File: config.mk
export PLATFORM = sky130hd
export DESIGN_NAME = lsq
export DESIGN_NICKNAME = d
export VERILOG_FILES = /design/src/hw/lsq_pkg.sv /design/src/hw/lsq_ring_pointers.sv /design/src/hw/store_queue.sv /design/src/hw/store_forward.sv /design/src/hw/load_unit.sv /design/src/hw/lsq.sv
export VERILOG_INCLUDE_DIRS = /design/src /design/src/hw
export SDC_FILE = /design/constraint.sdc
export NUM_CORES = 2
export LEC_CHECK = 0
export BUFFER_PORTS_ARGS = -buffer_cell sky130_fd_sc_hd__buf_4
export CAP_MARGIN = 10
export CORE_MARGIN = 2
export CORE_UTILIZATION = 48
export DETAILED_ROUTE_END_ITERATION = 12
export HOLD_SLACK_MARGIN = 0.02
export PLACE_DENSITY = 0.65
export SLEW_MARGIN = 5
export SYNTH_ARGS = -nofsm -noshare
export SYNTH_HDL_FRONTEND = slang
export SYNTH_SLANG_ARGS = --single-unit
File: constraint.sdc
create_clock -name clock -period 8.8 [get_ports clock]
set_input_delay 0 -clock clock [delete_from_list [all_inputs] [get_ports clock]]
set_output_delay 0 -clock clock [all_outputs]
set_load 0.02 [all_outputs]
File: src/hw/lsq_defs.svh
`ifndef LSQ_DEFS_SVH
`define LSQ_DEFS_SVH

// Store slots in the queue
`define LSQ_DEPTH 8

// Slot index bits, without the wrap bit
`define LSQ_PTR_BITS $clog2(`LSQ_DEPTH)

// Byte address width
`define LSQ_ADDR_WIDTH 32

// Data word width
`define LSQ_DATA_WIDTH 64

// Byte offset inside a doubleword, ignored in address compares
`define LSQ_OFFSET_BITS 3

// Doubleword address width
`define LSQ_DWORD_WIDTH (`LSQ_ADDR_WIDTH - `LSQ_OFFSET_BITS)

`endif

File: src/hw/lsq_pkg.sv
`include "lsq_defs.svh"

package lsq_pkg;

  // Slot index with the wrap bit on top
  typedef logic [`LSQ_PTR_BITS:0] sq_idx_t;

  // Address of a whole doubleword
  typedef logic [`LSQ_DWORD_WIDTH-1:0] dword_addr_t;

  typedef logic [`LSQ_DATA_WIDTH-1:0] lsq_data_t;

  // One store slot
  typedef struct packed {
    logic        executed;
    dword_addr_t addr;
    lsq_data_t   data;
  } store_entry_t;

endpackage

File: src/hw/lsq_ring_pointers.sv
`timescale 1ns/1ps
`include "lsq_defs.svh"

module lsq_ring_pointers (
  input  logic             clock,
  input  logic             reset,
  input  logic             alloc,
  input  logic             drain,
  input  logic             commit,
  output lsq_pkg::sq_idx_t head,
  output lsq_pkg::sq_idx_t tail,
  output logic             full,
  output logic             has_pending
);

  localparam int PTR_BITS = `LSQ_PTR_BITS;

  // Committed stores not yet written to memory
  logic [PTR_BITS:0] pending;

  // Same slot, opposite lap
  assign full        = (head ^ tail) == {1'b1, {PTR_BITS{1'b0}}};
  assign has_pending = pending != '0;

  always_ff @(posedge clock) begin
    if (reset) begin
      head    <= '0;
      tail    <= '0;
      pending <= '0;
    end else begin
      if (alloc) begin
        tail <= tail + 1'b1;
      end
      if (drain) begin
        head <= head + 1'b1;
      end
      case ({commit, drain})
        2'b10: begin
          pending <= pending + 1'b1;
        end
        2'b01: begin
          pending <= pending - 1'b1;
        end
        default: begin
          pending <= pending;
        end
      endcase
    end
  end

endmodule

File: src/hw/store_queue.sv
`timescale 1ns/1ps
`include "lsq_defs.svh"

module store_queue (
  input  logic                                   clock,
  input  logic                                   reset,
  input  logic                                   store_alloc_valid,
  output logic                                   store_alloc_ready,
  output lsq_pkg::sq_idx_t                       store_alloc_idx,
  input  logic                                   store_exec_valid,
  input  lsq_pkg::sq_idx_t                       store_exec_idx,
  input  lsq_pkg::dword_addr_t                   store_exec_addr,
  input  lsq_pkg::lsq_data_t                     store_exec_data,
  input  logic                                   store_commit,
  output logic                                   mem_wr_valid,
  input  logic                                   mem_wr_ready,
  output lsq_pkg::dword_addr_t                   mem_wr_addr,
  output lsq_pkg::lsq_data_t                     mem_wr_data,
  output lsq_pkg::store_entry_t [`LSQ_DEPTH-1:0] entries,
  output lsq_pkg::sq_idx_t                       head
);

  import lsq_pkg::*;

  localparam int PTR_BITS = `LSQ_PTR_BITS;

  sq_idx_t               tail;
  logic                  full;
  logic                  has_pending;
  logic                  alloc;
  logic                  drain;
  logic [PTR_BITS-1:0]   tail_slot;
  logic [PTR_BITS-1:0]   exec_slot;
  logic [PTR_BITS-1:0]   head_slot;
  logic [`LSQ_DEPTH-1:0] executed;
  dword_addr_t           addr_mem [`LSQ_DEPTH];
  lsq_data_t             data_mem [`LSQ_DEPTH];

  assign tail_slot = tail[PTR_BITS-1:0];
  assign exec_slot = store_exec_idx[PTR_BITS-1:0];
  assign head_slot = head[PTR_BITS-1:0];

  assign store_alloc_ready = !full;
  assign store_alloc_idx   = tail;
  assign alloc             = store_alloc_valid && store_alloc_ready;

  // Head goes out only once it is both committed and executed
  assign mem_wr_valid = has_pending && executed[head_slot];
  assign mem_wr_addr  = addr_mem[head_slot];
  assign mem_wr_data  = data_mem[head_slot];
  assign drain        = mem_wr_valid && mem_wr_ready;

  lsq_ring_pointers u_pointers (
    .clock       (clock),
    .reset       (reset),
    .alloc       (alloc),
    .drain       (drain),
    .commit      (store_commit),
    .head        (head),
    .tail        (tail),
    .full        (full),
    .has_pending (has_pending)
  );

  always_ff @(posedge clock) begin
    if (reset) begin
      executed <= '0;
    end else begin
      if (alloc) begin
        executed[tail_slot] <= 1'b0;
      end
      if (store_exec_valid) begin
        executed[exec_slot] <= 1'b1;
      end
    end
  end

  // Address and data written by the function unit
  always_ff @(posedge clock) begin
    if (store_exec_valid) begin
      addr_mem[exec_slot] <= store_exec_addr;
      data_mem[exec_slot] <= store_exec_data;
    end
  end

  always_comb begin
    for (int i = 0; i < `LSQ_DEPTH; i++) begin
      entries[i].executed = executed[i];
      entries[i].addr     = addr_mem[i];
      entries[i].data     = data_mem[i];
    end
  end

endmodule

File: src/hw/store_forward.sv
`timescale 1ns/1ps
`include "lsq_defs.svh"

module store_forward (
  input  lsq_pkg::store_entry_t [`LSQ_DEPTH-1:0] entries,
  input  lsq_pkg::sq_idx_t                       head,
  input  lsq_pkg::sq_idx_t                       load_sq_idx,
  input  lsq_pkg::dword_addr_t                   lookup_addr,
  output logic                                   hit,
  output lsq_pkg::lsq_data_t                     hit_data
);

  import lsq_pkg::*;

  localparam int PTR_BITS = `LSQ_PTR_BITS;

  // Number of stores older than the load still in the queue
  sq_idx_t span;

  assign span = load_sq_idx - head;

  // Youngest first, so the first match wins
  always_comb begin
    sq_idx_t             slot;
    logic [PTR_BITS-1:0] s;

    hit      = 1'b0;
    hit_data = '0;
    slot     = '0;
    s        = '0;
    for (int j = 0; j < `LSQ_DEPTH; j++) begin
      slot = load_sq_idx - sq_idx_t'(j + 1);
      s    = slot[PTR_BITS-1:0];
      if (!hit && (j < int'(span)) && entries[s].executed &&
          entries[s].addr == lookup_addr) begin
        hit      = 1'b1;
        hit_data = entries[s].data;
      end
    end
  end

endmodule

File: src/hw/load_unit.sv
`timescale 1ns/1ps
`include "lsq_defs.svh"

module load_unit (
  input  logic                        clock,
  input  logic                        reset,
  input  logic                        load_valid,
  output logic                        load_ready,
  input  logic [`LSQ_ADDR_WIDTH-1:0]  load_addr,
  input  lsq_pkg::sq_idx_t            load_sq_idx,
  output lsq_pkg::dword_addr_t        lookup_addr,
  output lsq_pkg::sq_idx_t            lookup_sq_idx,
  input  logic                        fwd_hit,
  input  lsq_pkg::lsq_data_t          fwd_data,
  output logic                        mem_rd_valid,
  input  logic                        mem_rd_ready,
  output lsq_pkg::dword_addr_t        mem_rd_addr,
  input  logic                        mem_rd_resp_valid,
  input  lsq_pkg::lsq_data_t          mem_rd_resp_data,
  output logic                        load_resp_valid,
  output lsq_pkg::lsq_data_t          load_resp_data,
  output logic                        load_resp_forwarded
);

  typedef enum logic [1:0] {
    IDLE,
    REQUEST,
    WAIT,
    RESPOND
  } state_t;

  state_t state;
  logic   accept;

  // Incoming load drives the forward search directly
  assign lookup_addr   = load_addr[`LSQ_ADDR_WIDTH-1:`LSQ_OFFSET_BITS];
  assign lookup_sq_idx = load_sq_idx;

  assign load_ready      = state == IDLE;
  assign accept          = load_valid && load_ready;
  assign mem_rd_valid    = state == REQUEST;
  assign load_resp_valid = state == RESPOND;

  always_ff @(posedge clock) begin
    if (reset) begin
      state <= IDLE;
    end else begin
      case (state)
        IDLE: begin
          if (accept) begin
            state <= fwd_hit ? RESPOND : REQUEST;
          end
        end
        REQUEST: begin
          if (mem_rd_ready) begin
            state <= WAIT;
          end
        end
        WAIT: begin
          if (mem_rd_resp_valid) begin
            state <= RESPOND;
          end
        end
        default: begin
          state <= IDLE;
        end
      endcase
    end
  end

  // Response payload and read address
  always_ff @(posedge clock) begin
    if (accept) begin
      mem_rd_addr         <= lookup_addr;
      load_resp_data      <= fwd_data;
      load_resp_forwarded <= fwd_hit;
    end else if (state == WAIT && mem_rd_resp_valid) begin
      load_resp_data      <= mem_rd_resp_data;
      load_resp_forwarded <= 1'b0;
    end
  end

endmodule

File: src/hw/lsq.sv
`timescale 1ns/1ps
`include "lsq_defs.svh"

module lsq (
  input  logic                       clock,
  input  logic                       reset,
  input  logic                       store_alloc_valid,
  output logic                       store_alloc_ready,
  output lsq_pkg::sq_idx_t           store_alloc_idx,
  input  logic                       store_exec_valid,
  input  lsq_pkg::sq_idx_t           store_exec_idx,
  input  lsq_pkg::dword_addr_t       store_exec_addr,
  input  lsq_pkg::lsq_data_t         store_exec_data,
  input  logic                       store_commit,
  output logic                       mem_wr_valid,
  input  logic                       mem_wr_ready,
  output lsq_pkg::dword_addr_t       mem_wr_addr,
  output lsq_pkg::lsq_data_t         mem_wr_data,
  input  logic                       load_valid,
  output logic                       load_ready,
  input  logic [`LSQ_ADDR_WIDTH-1:0] load_addr,
  input  lsq_pkg::sq_idx_t           load_sq_idx,
  output logic                       mem_rd_valid,
  input  logic                       mem_rd_ready,
  output lsq_pkg::dword_addr_t       mem_rd_addr,
  input  logic                       mem_rd_resp_valid,
  input  lsq_pkg::lsq_data_t         mem_rd_resp_data,
  output logic                       load_resp_valid,
  output lsq_pkg::lsq_data_t         load_resp_data,
  output logic                       load_resp_forwarded
);

  import lsq_pkg::*;

  store_entry_t [`LSQ_DEPTH-1:0] entries;
  sq_idx_t                       head;
  sq_idx_t                       lookup_sq_idx;
  dword_addr_t                   lookup_addr;
  logic                          fwd_hit;
  lsq_data_t                     fwd_data;

  store_queue u_store_queue (
    .clock             (clock),
    .reset             (reset),
    .store_alloc_valid (store_alloc_valid),
    .store_alloc_ready (store_alloc_ready),
    .store_alloc_idx   (store_alloc_idx),
    .store_exec_valid  (store_exec_valid),
    .store_exec_idx    (store_exec_idx),
    .store_exec_addr   (store_exec_addr),
    .store_exec_data   (store_exec_data),
    .store_commit      (store_commit),
    .mem_wr_valid      (mem_wr_valid),
    .mem_wr_ready      (mem_wr_ready),
    .mem_wr_addr       (mem_wr_addr),
    .mem_wr_data       (mem_wr_data),
    .entries           (entries),
    .head              (head)
  );

  store_forward u_store_forward (
    .entries     (entries),
    .head        (head),
    .load_sq_idx (lookup_sq_idx),
    .lookup_addr (lookup_addr),
    .hit         (fwd_hit),
    .hit_data    (fwd_data)
  );

  load_unit u_load_unit (
    .clock               (clock),
    .reset               (reset),
    .load_valid          (load_valid),
    .load_ready          (load_ready),
    .load_addr           (load_addr),
    .load_sq_idx         (load_sq_idx),
    .lookup_addr         (lookup_addr),
    .lookup_sq_idx       (lookup_sq_idx),
    .fwd_hit             (fwd_hit),
    .fwd_data            (fwd_data),
    .mem_rd_valid        (mem_rd_valid),
    .mem_rd_ready        (mem_rd_ready),
    .mem_rd_addr         (mem_rd_addr),
    .mem_rd_resp_valid   (mem_rd_resp_valid),
    .mem_rd_resp_data    (mem_rd_resp_data),
    .load_resp_valid     (load_resp_valid),
    .load_resp_data      (load_resp_data),
    .load_resp_forwarded (load_resp_forwarded)
  );

endmodule

==> out/qor.yml <==
run_status:
  status: "finished, final reports clean"
setup_path:
  path_delay_family: "buffers and inverters"
  slowest_delay_ps: 940
  path_class: "in -> reg"
  worstPathCellList: "buf_8 -> inv_2 -> ha_4 -> buf_4 -> mux4_2 -> xnor2_1 -> nand4_1 -> o21ai_1 -> o2111ai_2 -> nor4_4 -> buf_4 -> and4b_4 -> buf_12 -> a221o_1 -> a2111oi_1 -> nor2_1"
  startpoint_type: "input port"
  r2r-end: "u_load_unit.load_resp_data[0]"
  cp_num_buf_inv: 5
  cp_slowest_cell: "ha_4"
  cp-startpoint: "load_sq_idx[0]"
  cp.required_ps: 9260
  path_max_fanout: 62
  cp_common_cell: "buf_4"
  r2r_cells: 14
  endpoint_kind: "register"
  arrival_ps: 7030
  r2r_setup_slack_ps: 3000
  reg2reg_from: "u_store_queue.u_pointers.head[0]"
floorplan:
  row_count: 139
  initial_core_util_pct: 48.3
  die_x_um: 384
  die_h_um: 384
  ios: 402
  die-area_um2: 147000
  core_area_um2: 143000
clock_network:
  clock_sinks: 863
  path_clk_slew_ps: 60
  numCtsBuffers: 99
  clk_path_buf_depth: 3
  htreeDepth: 3
  cts-root-buf: "clkbuf_16"
  cts_tree: "yes"
  post_cts_resized: 0
  clk_latency_ps: 750
min_path:
  whs_path_depth: 2
  min_path_type: "in -> reg"
  hp-start: "store_exec_data[52]"
  hold-path-endpoint: "u_store_queue.data_mem[1][52]"
timing:
  skew_ps: 70.9
  final.period_utilization_pct: 74.7
  max_freq_mhz: 152
  rsz0062_at_grt: "false"
  final-hold-violation-count: 0
  finalSetupTns_ps: 0
  hold_ws_ps: 57.6
  relSlewSlack_pct: 23.3
  tightest_slew_ps: 1140
  setup_violations: 0
  fin_crit_ps: 6570
  drv_slew: 0
layout:
  area_growth_syn_to_layout_pct: 14.0
  drive_gt1_share_pct: 28.7
  regArea_um2: 25700
  multi_input_area_um2: 40700
  fin_nets: 6092
  num-fill-cells: 11700
synthesis:
  syn-num-nets: 5826
  synth.area.top_cells: "edfxtp_1, mux4_2, mux2i_1, nand2_1, mux2_2"
  synth_edf_count: 838
  netlist_instances: 5604
  synthDistinctLibCells: 99
  yosysWarnings: 0
  yosysTopAreaCell: "edfxtp_1"
  ys_async_sr_fraction_pct: 0
  yosysMostFrequentCell: "edfxtp_1"
  syn_area_um2: 69200
  ys_ff_latch: 863
  syn_avg_cell_area_um2: 12.4
  yosys_most_used_dff: "edfxtp_1"
  seq_area_frac_synth_pct: 37.1
  yosys.area.top_type_share_pct: 36.3
  netlist_top_cells_count: "edfxtp_1, mux4_2, nand2_1, mux2i_1, nor2_1"
detailed_routing:
  wl_per_cell_um: 31.4
  drc_errors: 0
  drt-vias-per-instance: 7.09
  totalWireLength_um: 247000
  drt_pass1_iterations: 9
  final_antenna_net_count: 0
  drtIter0Drc: 7061
  vias: 55800
global_routing:
  grt_pass1_wl_um: 361000
  grt_max_degree: 148
  first_global_vias: 53500
  gr-usage-all-layers_pct: 33.0
  antenna_found_initial: 21
  grt_overflow: 0
power_and_ir_drop:
  powerDensity_nw_per_um2: 172
  peakVddDrop_mv: 0.210
  power_leakage_nw: 27.0
placement:
  dp_hpwl_um: 157000
  portBuffers: 397
  gp_congestion: 1.02
run:
  maxCapViolations: 0
[layout make-up]
type,count,area share (%)
flip-flops and latches,863,32.5
multi-input cells,4129,51.6
clock inverters,69,1.31
well taps,1903,3.02
inverters,48,0.285
repair buffers,729,7.94
diodes,14,0.0444
clock buffers,118,3.28
[cells in the final DEF (no fill, tap or decap), drive strengths merged, types with 69 or more instances in the layout]
cell type	instances
a221o	69
xnor2	216
o211ai	72
dlygate4sd3	234
a21oi	239
nor2	387
mux4	778
edfxtp	838
mux2	178
nand3	129
a22oi	72
buf	495
nand2	669
o21ai	176
a2111oi	72
nor4	104
clkbuf	118
mux2i	468
[power by group]
part           leakage, nW  internal, mW  switching [mW]  total, mW
clock network         1.74          2.77            1.84       4.61
registers             7.88          4.88           0.228       5.11
logic                 17.4          1.45            2.38       3.83
total                 27.0          9.10            4.45       13.5
[routing by layer]
metal / vias up / part of all wire, % / GRT usage [%]
met5: - / 0.055 / 0
met1: 28200 / 39 / 45.0
met3: 673 / 11 / 7.46
li1: 23200 / - / -
met2: 3713 / 46 / 51.2
met4: 20 / 4.3 / 13.6
[sequential cells by signal, indices dropped and copies added, names as in the netlist, named ones only]
register / count
u_load_unit.load_resp_data: 64
u_store_queue.data_mem: 512
u_load_unit.mem_rd_addr: 29
u_load_unit.state: 2
u_store_queue.addr_mem: 232
u_store_queue.u_pointers.tail: 4
u_store_queue.u_pointers.pending: 4
u_load_unit.load_resp_forwarded: 1
u_store_queue.u_pointers.head: 4
u_store_queue.executed: 8
[how the worst max path moves through the flow]
| stage | to | slack (ps) | cells past startpoint |
|---|---|---|---|
| 2_1_floorplan | u_load_unit.load_resp_data[6] | 3130 | 24 |
| 3_3_place_gp | u_load_unit.load_resp_data[14] | 1810 | 16 |
| 3_5_place_dp | u_load_unit.load_resp_data[14] | 1700 | 16 |
| 4_1_cts | u_load_unit.load_resp_data[14] | 2500 | 16 |
| 5_1_grt | u_load_unit.load_resp_data[0] | 2100 | 16 |
| 6_report | u_load_unit.load_resp_data[14] | 2230 | 16 |
[cell families (layout without fill, tap and decap cells)]
group                      count (synthesis)  after routing  synth area share (%)
other                                      0             14                     0
adders and majority gates                 16             16                 0.311
buffers and inverters                    612            964                  4.36
DFF                                      863            863                  37.1
xor gates and xnor gates                 238            238                  3.03
AOI/OAI and AO/OA                        995            995                  10.9
muxes                                   1424           1424                  35.0
and+or+nand+nor                         1456           1456                  9.32
[metrics by stage]
step | setup slack (ps) | util, % | area, µm² | std cells | total power, mW
detailed placement | 1700 | 50.9 | 72900 | 7437 | 8.82
global placement | 1810 | 50.9 | 72900 | 7437 | 8.77
CTS | 2500 | 55.0 | 78900 | 7858 | 13.5
floorplan | 3130 | - | 69200 | 5604 | 7.48
global route | 2100 | 55.1 | 78900 | 7865 | 14.0
finish | 2230 | 55.1 | 78900 | 7873 | 13.5
[repair_timing]
item	in CTS	in global routing
setup buffers	0	0
endpoints found under the hold margin	892	0
hold buffers	234	0
[worst register-to-register path, cell delays in order, from the launching register on]
cell,delay [ps]
dfxtp_1,440
ha_1,280
fa_1,380
xnor2_1,520
a21oi_1,90
buf_4,220
nor3_1,200
nand2_1,90
nor4_2,780
a211oi_2,250
nand2_8,630
buf_4,860
o41ai_1,230
a2111oi_0,450
nor2_1,90
Note: power is estimated with default switching activity, not from simulation.
